**src/verilog/mipsPkg.sv**
```systemverilog
// Encodings cover only add, sub, and, or, slt, lw, sw and beq, and the data memory holds 64 words.
package mipsPkg;

  // -------------------------------------------------------------------
  // Widths
  // -------------------------------------------------------------------
  typedef logic [31:0] word_t;        // Data word, instruction or address.
  typedef logic [4:0]  regAddr_t;
  typedef logic [5:0]  opcode_t;
  typedef logic [5:0]  funct_t;
  typedef logic [1:0]  aluOp_t;       // Class from main decoder to ALU decoder.
  typedef logic [2:0]  aluControl_t;

  // -------------------------------------------------------------------
  // Instruction encodings
  // -------------------------------------------------------------------
  localparam opcode_t OpRType = 6'd0;
  localparam opcode_t OpLw    = 6'd35;
  localparam opcode_t OpSw    = 6'd43;
  localparam opcode_t OpBeq   = 6'd4;

  localparam funct_t FunctAdd = 6'd32;
  localparam funct_t FunctSub = 6'd34;
  localparam funct_t FunctAnd = 6'd36;
  localparam funct_t FunctOr  = 6'd37;
  localparam funct_t FunctSlt = 6'd42;

  // ALU operation classes and codes.
  localparam aluOp_t AluOpMem    = 2'b00;  // Address add.
  localparam aluOp_t AluOpBranch = 2'b01;  // Compare by subtract.
  localparam aluOp_t AluOpRType  = 2'b10;  // Decided by funct.

  localparam aluControl_t AluAnd = 3'd0;
  localparam aluControl_t AluOr  = 3'd1;
  localparam aluControl_t AluAdd = 3'd2;
  localparam aluControl_t AluSub = 3'd6;
  localparam aluControl_t AluSlt = 3'd7;

  // Data memory geometry.
  localparam int DataWords    = 64;
  localparam int DataAddrBits = 6;

endpackage
```
**src/verilog/mipsCore.sv**
```systemverilog
// Single-cycle core where instr must be valid every cycle and a no-op must be driven during reset.
`timescale 1ns/10ps

module mipsCore import mipsPkg::*; (
  input  logic  clk,
  input  logic  rstN,
  input  word_t instr,
  output word_t pc,
  output word_t aluResult,
  output word_t writeData,
  output logic  memWrite
);

  // Instruction fields.
  opcode_t  opcode;
  funct_t   funct;
  regAddr_t rs;
  regAddr_t rt;
  regAddr_t rd;

  // Control levels.
  logic        regWrite;
  logic        regDst;
  logic        aluSrc;
  logic        branch;
  logic        memToReg;
  aluControl_t aluControl;

  // Datapath.
  word_t    signImm;
  word_t    readData1;
  word_t    readData2;
  word_t    srcB;
  word_t    memReadData;
  word_t    result;
  regAddr_t writeReg;
  logic     zero;
  logic     pcSrc;
  word_t    pcPlus4;
  word_t    pcBranch;
  word_t    pcNext;

  assign opcode = instr[31:26];
  assign rs     = instr[25:21];
  assign rt     = instr[20:16];
  assign rd     = instr[15:11];
  assign funct  = instr[5:0];

  assign signImm = {{16{instr[15]}}, instr[15:0]};

  // -------------------------------------------------------------------
  // Program counter
  // -------------------------------------------------------------------
  assign pcPlus4  = pc + 32'd4;
  assign pcBranch = pcPlus4 + {signImm[29:0], 2'b00};  // Offset in words.
  assign pcSrc    = branch & zero;
  assign pcNext   = pcSrc ? pcBranch : pcPlus4;

  always_ff @(posedge clk) begin
    if (!rstN) begin
      pc <= '0;
    end else begin
      pc <= pcNext;
    end
  end

  // -------------------------------------------------------------------
  // Decode
  // -------------------------------------------------------------------
  controlUnit i_controlUnit (
    .opcode     (opcode),
    .funct      (funct),
    .regWrite   (regWrite),
    .regDst     (regDst),
    .aluSrc     (aluSrc),
    .branch     (branch),
    .memWrite   (memWrite),
    .memToReg   (memToReg),
    .aluControl (aluControl)
  );

  // -------------------------------------------------------------------
  // Register file and ALU
  // -------------------------------------------------------------------
  assign writeReg = regDst ? rd : rt;

  registerFile i_registerFile (
    .clk       (clk),
    .rstN      (rstN),
    .readAddr1 (rs),
    .readAddr2 (rt),
    .writeAddr (writeReg),
    .writeEn   (regWrite),
    .writeData (result),
    .readData1 (readData1),
    .readData2 (readData2)
  );

  assign srcB = aluSrc ? signImm : readData2;

  alu i_alu (
    .a          (readData1),
    .b          (srcB),
    .aluControl (aluControl),
    .result     (aluResult),
    .zero       (zero)
  );

  // -------------------------------------------------------------------
  // Memory and write-back
  // -------------------------------------------------------------------
  assign writeData = readData2;  // Store data from rt.

  dataMemory i_dataMemory (
    .clk       (clk),
    .writeEn   (memWrite),
    .wordAddr  (aluResult[DataAddrBits+1:2]),
    .writeData (writeData),
    .readData  (memReadData)
  );

  assign result = memToReg ? memReadData : aluResult;

endmodule

```
**src/verilog/dataMemory.sv**
```systemverilog
// Word-addressed only with no byte enables, and the contents are undefined until written.
`timescale 1ns/10ps

module dataMemory import mipsPkg::*; (
  input  logic                    clk,
  input  logic                    writeEn,
  input  logic [DataAddrBits-1:0] wordAddr,
  input  word_t                   writeData,
  output word_t                   readData
);

  word_t mem [DataWords];

  // Store on the rising edge.
  always_ff @(posedge clk) begin
    if (writeEn) begin
      mem[wordAddr] <= writeData;
    end
  end

  // Load path, same-cycle write not visible.
  assign readData = mem[wordAddr];

endmodule

```
**src/verilog/registerFile.sv**
```systemverilog
// Reads are combinational and return the old value during a write, and register zero always reads 0.
`timescale 1ns/10ps

module registerFile import mipsPkg::*; (
  input  logic     clk,
  input  logic     rstN,
  input  regAddr_t readAddr1,
  input  regAddr_t readAddr2,
  input  regAddr_t writeAddr,
  input  logic     writeEn,
  input  word_t    writeData,
  output word_t    readData1,
  output word_t    readData2
);

  word_t regs [32];

  // -------------------------------------------------------------------
  // Write port
  // -------------------------------------------------------------------
  always_ff @(posedge clk) begin
    if (!rstN) begin
      for (int i = 0; i < 32; i++) begin
        regs[i] <= '0;
      end
    end else if (writeEn && (writeAddr != '0)) begin
      regs[writeAddr] <= writeData;
    end
  end

  // -------------------------------------------------------------------
  // Read ports
  // -------------------------------------------------------------------
  assign readData1 = (readAddr1 == '0) ? '0 : regs[readAddr1];  // $zero.
  assign readData2 = (readAddr2 == '0) ? '0 : regs[readAddr2];

endmodule

```
**src/verilog/alu.sv**
```systemverilog
// Set-less-than compares the operands as signed values and unused control codes give a zero result.
`timescale 1ns/10ps

module alu import mipsPkg::*; (
  input  word_t       a,
  input  word_t       b,
  input  aluControl_t aluControl,
  output word_t       result,
  output logic        zero
);

  logic lessThan;

  assign lessThan = ($signed(a) < $signed(b));

  always_comb begin
    case (aluControl)
      AluAnd: begin
        result = a & b;
      end
      AluOr: begin
        result = a | b;
      end
      AluAdd: begin
        result = a + b;
      end
      AluSub: begin
        result = a - b;
      end
      AluSlt: begin
        result = {31'd0, lessThan};
      end
      default: begin
        result = '0;
      end
    endcase
  end

  // Used by beq after subtract.
  assign zero = (result == '0);

endmodule

```
**src/verilog/controlUnit.sv**
```systemverilog
// Opcodes outside R-type, lw, sw and beq decode as a no-op and an unknown funct selects add.
`timescale 1ns/10ps

module controlUnit import mipsPkg::*; (
  input  opcode_t     opcode,
  input  funct_t      funct,
  output logic        regWrite,
  output logic        regDst,
  output logic        aluSrc,
  output logic        branch,
  output logic        memWrite,
  output logic        memToReg,
  output aluControl_t aluControl
);

  aluOp_t aluOp;

  // -------------------------------------------------------------------
  // Main decoder
  // -------------------------------------------------------------------
  always_comb begin
    regWrite = 1'b0;        // No-op unless matched below.
    regDst   = 1'b0;
    aluSrc   = 1'b0;
    branch   = 1'b0;
    memWrite = 1'b0;
    memToReg = 1'b0;
    aluOp    = AluOpMem;
    case (opcode)
      OpRType: begin
        regWrite = 1'b1;
        regDst   = 1'b1;    // Write to rd.
        aluOp    = AluOpRType;
      end
      OpLw: begin
        regWrite = 1'b1;
        aluSrc   = 1'b1;
        memToReg = 1'b1;
        aluOp    = AluOpMem;
      end
      OpSw: begin
        aluSrc   = 1'b1;
        memWrite = 1'b1;
        aluOp    = AluOpMem;
      end
      OpBeq: begin
        branch   = 1'b1;
        aluOp    = AluOpBranch;
      end
      default: ;            // Other opcodes keep the no-op levels.
    endcase
  end

  // -------------------------------------------------------------------
  // ALU decoder
  // -------------------------------------------------------------------
  always_comb begin
    case (aluOp)
      AluOpMem:    aluControl = AluAdd;
      AluOpBranch: aluControl = AluSub;
      AluOpRType: begin
        case (funct)
          FunctAdd: aluControl = AluAdd;
          FunctSub: aluControl = AluSub;
          FunctAnd: aluControl = AluAnd;
          FunctOr:  aluControl = AluOr;
          FunctSlt: aluControl = AluSlt;
          default:  aluControl = AluAdd;  // Unknown funct.
        endcase
      end
      default:     aluControl = AluAdd;
    endcase
  end

endmodule

```
**config.mk**
```make
export PLATFORM = sky130hd
export DESIGN_NAME = mipsCore
export DESIGN_NICKNAME = d
export VERILOG_FILES = /design/src/verilog/mipsPkg.sv /design/src/verilog/mipsCore.sv /design/src/verilog/dataMemory.sv /design/src/verilog/registerFile.sv /design/src/verilog/alu.sv /design/src/verilog/controlUnit.sv
export SDC_FILE = /design/constraint.sdc
export NUM_CORES = 2
export LEC_CHECK = 0
export BUFFER_PORTS_ARGS = -buffer_cell sky130_fd_sc_hd__buf_2
export CAP_MARGIN = 20
export CORE_ASPECT_RATIO = 0.9
export CORE_MARGIN = 2
export CORE_UTILIZATION = 45
export DETAILED_ROUTE_END_ITERATION = 12
export SYNTH_ARGS = -nofsm -noshare
export SYNTH_HDL_FRONTEND = slang
export SYNTH_SLANG_ARGS = --single-unit
```
**constraint.sdc**
```tcl
create_clock -name clk -period 9.7 [get_ports clk]
set_input_delay 0.485 -clock clk [delete_from_list [all_inputs] [get_ports clk]]
set_output_delay 0.485 -clock clk [all_outputs]
set_load 0.005 [all_outputs]
```
## After elaboration in Yosys (flattened, before gate mapping)

Memories as Yosys holds them, arrays and structs flattened.
Index checks and enable logic that the tools add are counted.
W data, S select, Z words.

- Memory bits (writable): 3072
- Word-level logic and storage cells: 59
- Memories kept: 2
- Latch bits: 0
- Input bits: 34
- Bits in registers: 32
- ROM bits: 0

Memory list:

| memory | depth | width | rd ports | clocked after Yosys merged registers in | wr ports | line | RTL |
|---|---|---|---|---|---|---|---|
| i_dataMemory.mem | 64 | 32 | 1 | 0 | 1 | dataMemory.sv:12 | `word_t mem [DataWords];` |
| i_registerFile.regs | 32 | 32 | 2 | 0 | 32 | registerFile.sv:16 | `word_t regs [32];` |

- Equality and inequality tests: 13
- Mux-type cells: 25
- Magnitude comparators: 1
- Add/subtract/negate cells: 4
- Multipliers: 0
- Div/mod/pow operators: 0
- Shift operators: 0
- Reduce and logical (&&, ||, !) cells: 10
- Bitwise operators: 3

Operators by type and width:

| cell | count |
|---|---|
| $mux W32 | 6 |
| $pmux W32 S5 | 1 |
| $add A32 B32 Y32 | 2 |
| $eq A6 B6 Y1 const B | 6 |
| $add A32 B3 Y32 const B | 1 |
| $and A32 B32 Y32 | 1 |
| $logic_not A32 Y1 | 1 |
| $lt A32 B32 Y1 | 1 |
| $or A32 B32 Y32 | 1 |
| $reduce_or A32 Y1 | 1 |
| $sub A32 B32 Y32 | 1 |
| $mux W1 | 13 |
| $pmux W3 S4 | 1 |
| $logic_not A5 Y1 | 2 |
| $mux W5 | 2 |
| $eq A3 B3 Y1 const B | 2 |
| $eq A6 B3 Y1 const B | 1 |
| $logic_not A6 Y1 | 1 |
| $pmux W3 S2 | 1 |
| $reduce_bool A5 Y1 | 1 |
| $pmux W2 S2 | 1 |
| $reduce_or A2 Y1 | 2 |
| $eq A3 B1 Y1 const B | 1 |
| $eq A3 B2 Y1 const B | 1 |
| other kinds (5) | 5 |

## Depth between registers and ports, before layout

- Depth in word-level cells: 10
- Depth in mapped cells: 28
- Mapped depth without buffers: 20

## Modules after synthesis

A second synthesis with hierarchy kept.

- Cells, all modules: 9068
- Area, all modules: 141893.6 sq um

Modules (own cells, without submodules):

| module | instances | cells each | seq. area each (sq um) | area each (sq um) |
|---|---|---|---|---|
| dataMemory | 1 | 4207 | 61499.0 | 78287.6 |
| registerFile | 1 | 3509 | 30749.5 | 54204.5 |
| alu | 1 | 801 | 0.0 | 5201.2 |
| mipsCore | 1 | 528 | 600.6 | 4025.1 |
| controlUnit | 1 | 23 | 0.0 | 175.2 |

## Worst setup path after synthesis

Ideal clock, no wire load.

- Path kind: input -> register
- Start point: input instr[21]
- End point: memory i_dataMemory.mem[33][0] in the netlist's numbering, enable pin
- Setup time: 0.421 ns
- Buffers on the path: 10
- Required time: 9.279 ns
- Stages on the path: 22
- Setup slack: 2.064 ns
- Arrival: 7.215 ns
- Cell sequence: clkbuf_1 buf_2 buf_2 buf_2 clkbuf_1 clkbuf_1 mux2i_1 o22ai_1 nor3_1 or3_1 ha_1 fa_1 o21bai_1 a21oi_1 a221o_1 a21oi_2 buf_2 buf_1 buf_2 buf_2 nand4_1 nor2_1

- Cells in the longest elaborated chain, start to end: 4

RTL lines:

| item | line | RTL |
|---|---|---|
| start: declaration | mipsCore.sv:7 | `input word_t instr,` |
| $mem_v2 Z32 W32 / $logic_not A5 Y1 (equally long branches) | -- |  |
| $mux W32 * | registerFile.sv:34 | `assign readData1 = (readAddr1 == '0) ? '0 : regs[readAddr1];` |
| $sub A32 B32 Y32, or another cell as far along | alu.sv:28 | `result = a - b;` |
| $pmux W32 S5 * | alu.sv:17 | `case (aluControl)` |
| end: declaration | dataMemory.sv:12 |  |

Mark *: on every way between the ends. The rest lies on a longest branch, timed or not.

## Worst setup path after layout

- Start point: input instr[22]
- End point: output aluResult[31]

- Cells in the longest elaborated chain, start to end: 4

RTL lines:

| item | line | RTL |
|---|---|---|
| $mem_v2 Z32 W32 / $logic_not A5 Y1 (equally long branches) | -- |  |
| $mux W32 * | registerFile.sv:34 |  |
| $sub A32 B32 Y32, or another cell as far along | alu.sv:28 |  |
| $pmux W32 S5 * | alu.sv:17 |  |
| end: declaration | mipsCore.sv:9 | `output word_t aluResult,` |

Marks and branches as above.

==> results_dict.tcl <==
set metrics [dict create \
    drv_slew 0 \
    drive_gt1_share_pct 18.12 \
    synth_top_cell_area_share_pct 64.00 \
    die_area_um2 324800 \
    syn_to_final_growth_pct 12.44 \
    core_um2 319400 \
    fin_crit_sh_pct 85.14 \
    drt_iter0_drc 16230 \
    insertion_delay_ps 960 \
    ys_async_sr_fraction_pct 0 \
    slowest_delay_ps 910 \
    ys.flop_type "edfxtp_1" \
    fp.dieW_um 600.6 \
    critPathTopFamily "compound AO/OA/AOI/OAI gates" \
    dp_hpwl_mm 297.1 \
    regArea_um2 92850 \
    critPathSlowestCell "o311ai_1" \
    die_h_um 540.9 \
    grt_overflow 0 \
    ir_drop_uv 180.1 \
    fin_skew_ps 75.22 \
    ys_ff_latch 3102 \
    cp_cell_sequence "buf_8, buf_4, buf_4, mux4_2, mux2_2, a221oi_1, or3_1, inv_1, ha_1, or4_1, a2111oi_4, o31ai_1, o311ai_2, a221oi_2, o21a_1, o311ai_1, or2_2, buf_2" \
    cts.repair.resized 0 \
    vias_per_cell 6.716 \
    grt_pass1_vias 96000 \
    rsz0062_at_grt "false" \
    grt_use_total_pct 31.23 \
    stdcell_area_um2 162100 \
    path_buf_inv 5 \
    nets 10630 \
    holdBufCountCts 0 \
    synth_area_per_cell_um2 13.72 \
    via_count 100800 \
    critPathMostFrequentCell "buf_4" \
    path_clk_slew_ps 60 \
    netlist_area_um2 144100 \
    cts-root-buf "clkbuf_16" \
    post-route-util_pct 50.73 \
    multi_input_area_um2 48170 \
    min_path_type "input port to register" \
    cap_violations 0 \
    dr.pass1.iters 6 \
    hold_viol 0 \
    cts_tree "built" \
    p_per_area_nw_per_um2 231.9 \
    arrival_ps 7770 \
    path_class "input port to output port" \
    postSynthCellCount 10500 \
    placed_cell_area_um2 151400 \
    fin_crit_ps 8259 \
    grt_pass1_wl_mm 725.7 \
    post-cts-setup-buffers 0 \
    ys_warn_count 0 \
    fmax_ghz 0.1211 \
    finalWirelength_mm 520.8 \
    worstMarginPinSlew_ps 1179 \
    routabilityCongestion 0.9362 \
    post-synth-top-count-cell "edfxtp_1" \
    clock_path_buffers 4 \
    wl_per_cell_um 34.69 \
    setup_violations 0 \
    io_pins 131 \
    fin_setup_tns_ps 0 \
    cp_max_fo 69 \
    grt_max_degree 151 \
    cp.required_ps 9220 \
    yosys-top-cells-area "edfxtp_1 (64%), mux4_2 (9.4%), nand2_1 (4.1%), a21oi_1 (2.7%), a311oi_1 (1.9%)" \
    synth_top_area_cell "edfxtp_1" \
    rows 197 \
    dp_slack_ps 958.6 \
    floorplan.initialDensity_pct 45.12 \
    ant_nets 0 \
    setup_ws_ps 1441 \
    worstSetupEndpointType "output port" \
    outcome "complete, no violations" \
    cp-start-kind "input port" \
    ys_top_cells_by_count "edfxtp_1 (3,072), nand2_1 (1,572), a21oi_1 (788)" \
    slew_headroom_pct 21.38 \
    drc 0 \
    io_buffers 128 \
    synth_edf_count 3072 \
    synth.distinct_cells 95 \
    h-tree-depth 5 \
    dp.cells 14400 \
    nFillCells 26870 \
    p_leak_nw 55.69 \
    antenna_found_initial 28 \
    clkSinkCount 3102 \
    final_cells 15010 \
    cts_buffers 332 \
    synth_seq_area_share_pct 64.42 \
]
-- per-stage QoR --
stage,power [mW],hold slack [ps]
after floorplan,21.27,574.0
after global placement,24.97,588.0
after detailed placement,25.11,606.1
after CTS,37.47,180.5
after global routing,38.65,225.2
final,37.58,238.6
-- sequential cells by signal, indices dropped and copies added (netlist names) --
signal	cells
pc	30
i_registerFile.regs	1024
i_dataMemory.mem	2048
-- power by group --
part | switching (mW) | internal (mW)
logic | 7.05 | 2.74
clock network | 5.39 | 7.14
registers | 0.0779 | 15.2
total | 12.5 | 25.1
-- worst paths after layout --
kind,startpoint,cells past startpoint,to,slack [ps]
setup reg to reg,i_registerFile.regs[27][1]$_SDFFCE_PN0P_,21,i_registerFile.regs[8][24]$_SDFFCE_PN0P_,1780
hold reg to reg,pc[31]$_SDFF_PN0_,3,pc[31]$_SDFF_PN0_,610
hold / removal,instr[0],4,pc[2]$_SDFF_PN0_,240
setup / recovery,instr[22],18,aluResult[31],1440
-- area by class of cell --
cell class	instances	area share, %
Clock buffer	401	5.365
Inverter	123	0.2996
Clock inverter	199	1.131
Antenna cell	6	0.009265
Tap cell	4278	3.303
Multi-Input combinational cell	6325	29.73
Timing Repair Buffer	578	2.875
Sequential cell	3102	57.29
-- cells in the final DEF, fill, tap and decap left out, types with 28 or more instances in the layout --
| cell | Yosys | routed |
|---|---|---|
| o22ai_1 | 54 | 53 |
| mux4_2 | 600 | 600 |
| and3_1 | 300 | 300 |
| mux2_2 | 40 | 40 |
| ha_1 | 128 | 128 |
| a311oi_1 | 309 | 309 |
| nor2_1 | 255 | 153 |
| o21ai_1 | 47 | 29 |
| o21ai_0 | 131 | 130 |
| clkbuf_1 | 530 | 63 |
| dfxtp_1 | 30 | 30 |
| o221ai_1 | 34 | 33 |
| inv_1 | 116 | 115 |
| buf_4 | 22 | 409 |
| xnor2_1 | 40 | 40 |
| nand2_1 | 1572 | 1508 |
| clkinv_1 | 1 | 85 |
| a211oi_1 | 287 | 287 |
| or3_1 | 46 | 45 |
| a21oi_1 | 788 | 787 |
| edfxtp_1 | 3072 | 3072 |
| a221oi_1 | 29 | 29 |
| buf_2 | 320 | 118 |
| bufinv_16 | 0 | 28 |
| mux2i_1 | 182 | 182 |
| nor2_4 | 0 | 97 |
| conb_1 | 1 | 34 |
| nor2b_1 | 111 | 110 |
| a21o_1 | 44 | 43 |
| a31oi_1 | 346 | 344 |
| clkbuf_16 | 0 | 338 |
| buf_12 | 0 | 43 |
| nand3_1 | 490 | 490 |
| clkinv_2 | 0 | 54 |
| nand2_2 | 0 | 62 |
| nor3_1 | 104 | 102 |
-- tightest hold or removal path, delay by kind of cell --
kind	cells	cell delay, ps
and+or+nand+nor	1	40
muxes	1	100
adders and majority gates	1	190
buffers and inverters	1	280
-- kinds of logic after synthesis --
family / count (synthesis) / synth area share [%]
DFF: 3102 / 64.42
and+or+nand+nor: 2996 / 9.397
AOI/OAI and AO/OA: 2289 / 10.50
buffers and inverters: 1109 / 3.254
muxes: 822 / 10.95
adders and majority gates: 131 / 1.153
xor gates and xnor gates: 53 / 0.3221
other: 1 / 0.002602
-- layer usage --
| metal | global-route usage (%) | wire, um | share of wire [%] | vias to the layer above |
|---|---|---|---|---|
| met2 | 46.62 | 228800 | 44 | 7057 |
| met4 | 13.50 | 26110 | 5.0 | 2 |
| met1 | 43.42 | 198700 | 38 | 51490 |
| met5 | 0 | 20 | 0.0038 | - |
| li1 | - | - | - | 41050 |
| met3 | 7.900 | 67260 | 13 | 1224 |
Power figures use the tool's default switching activity.
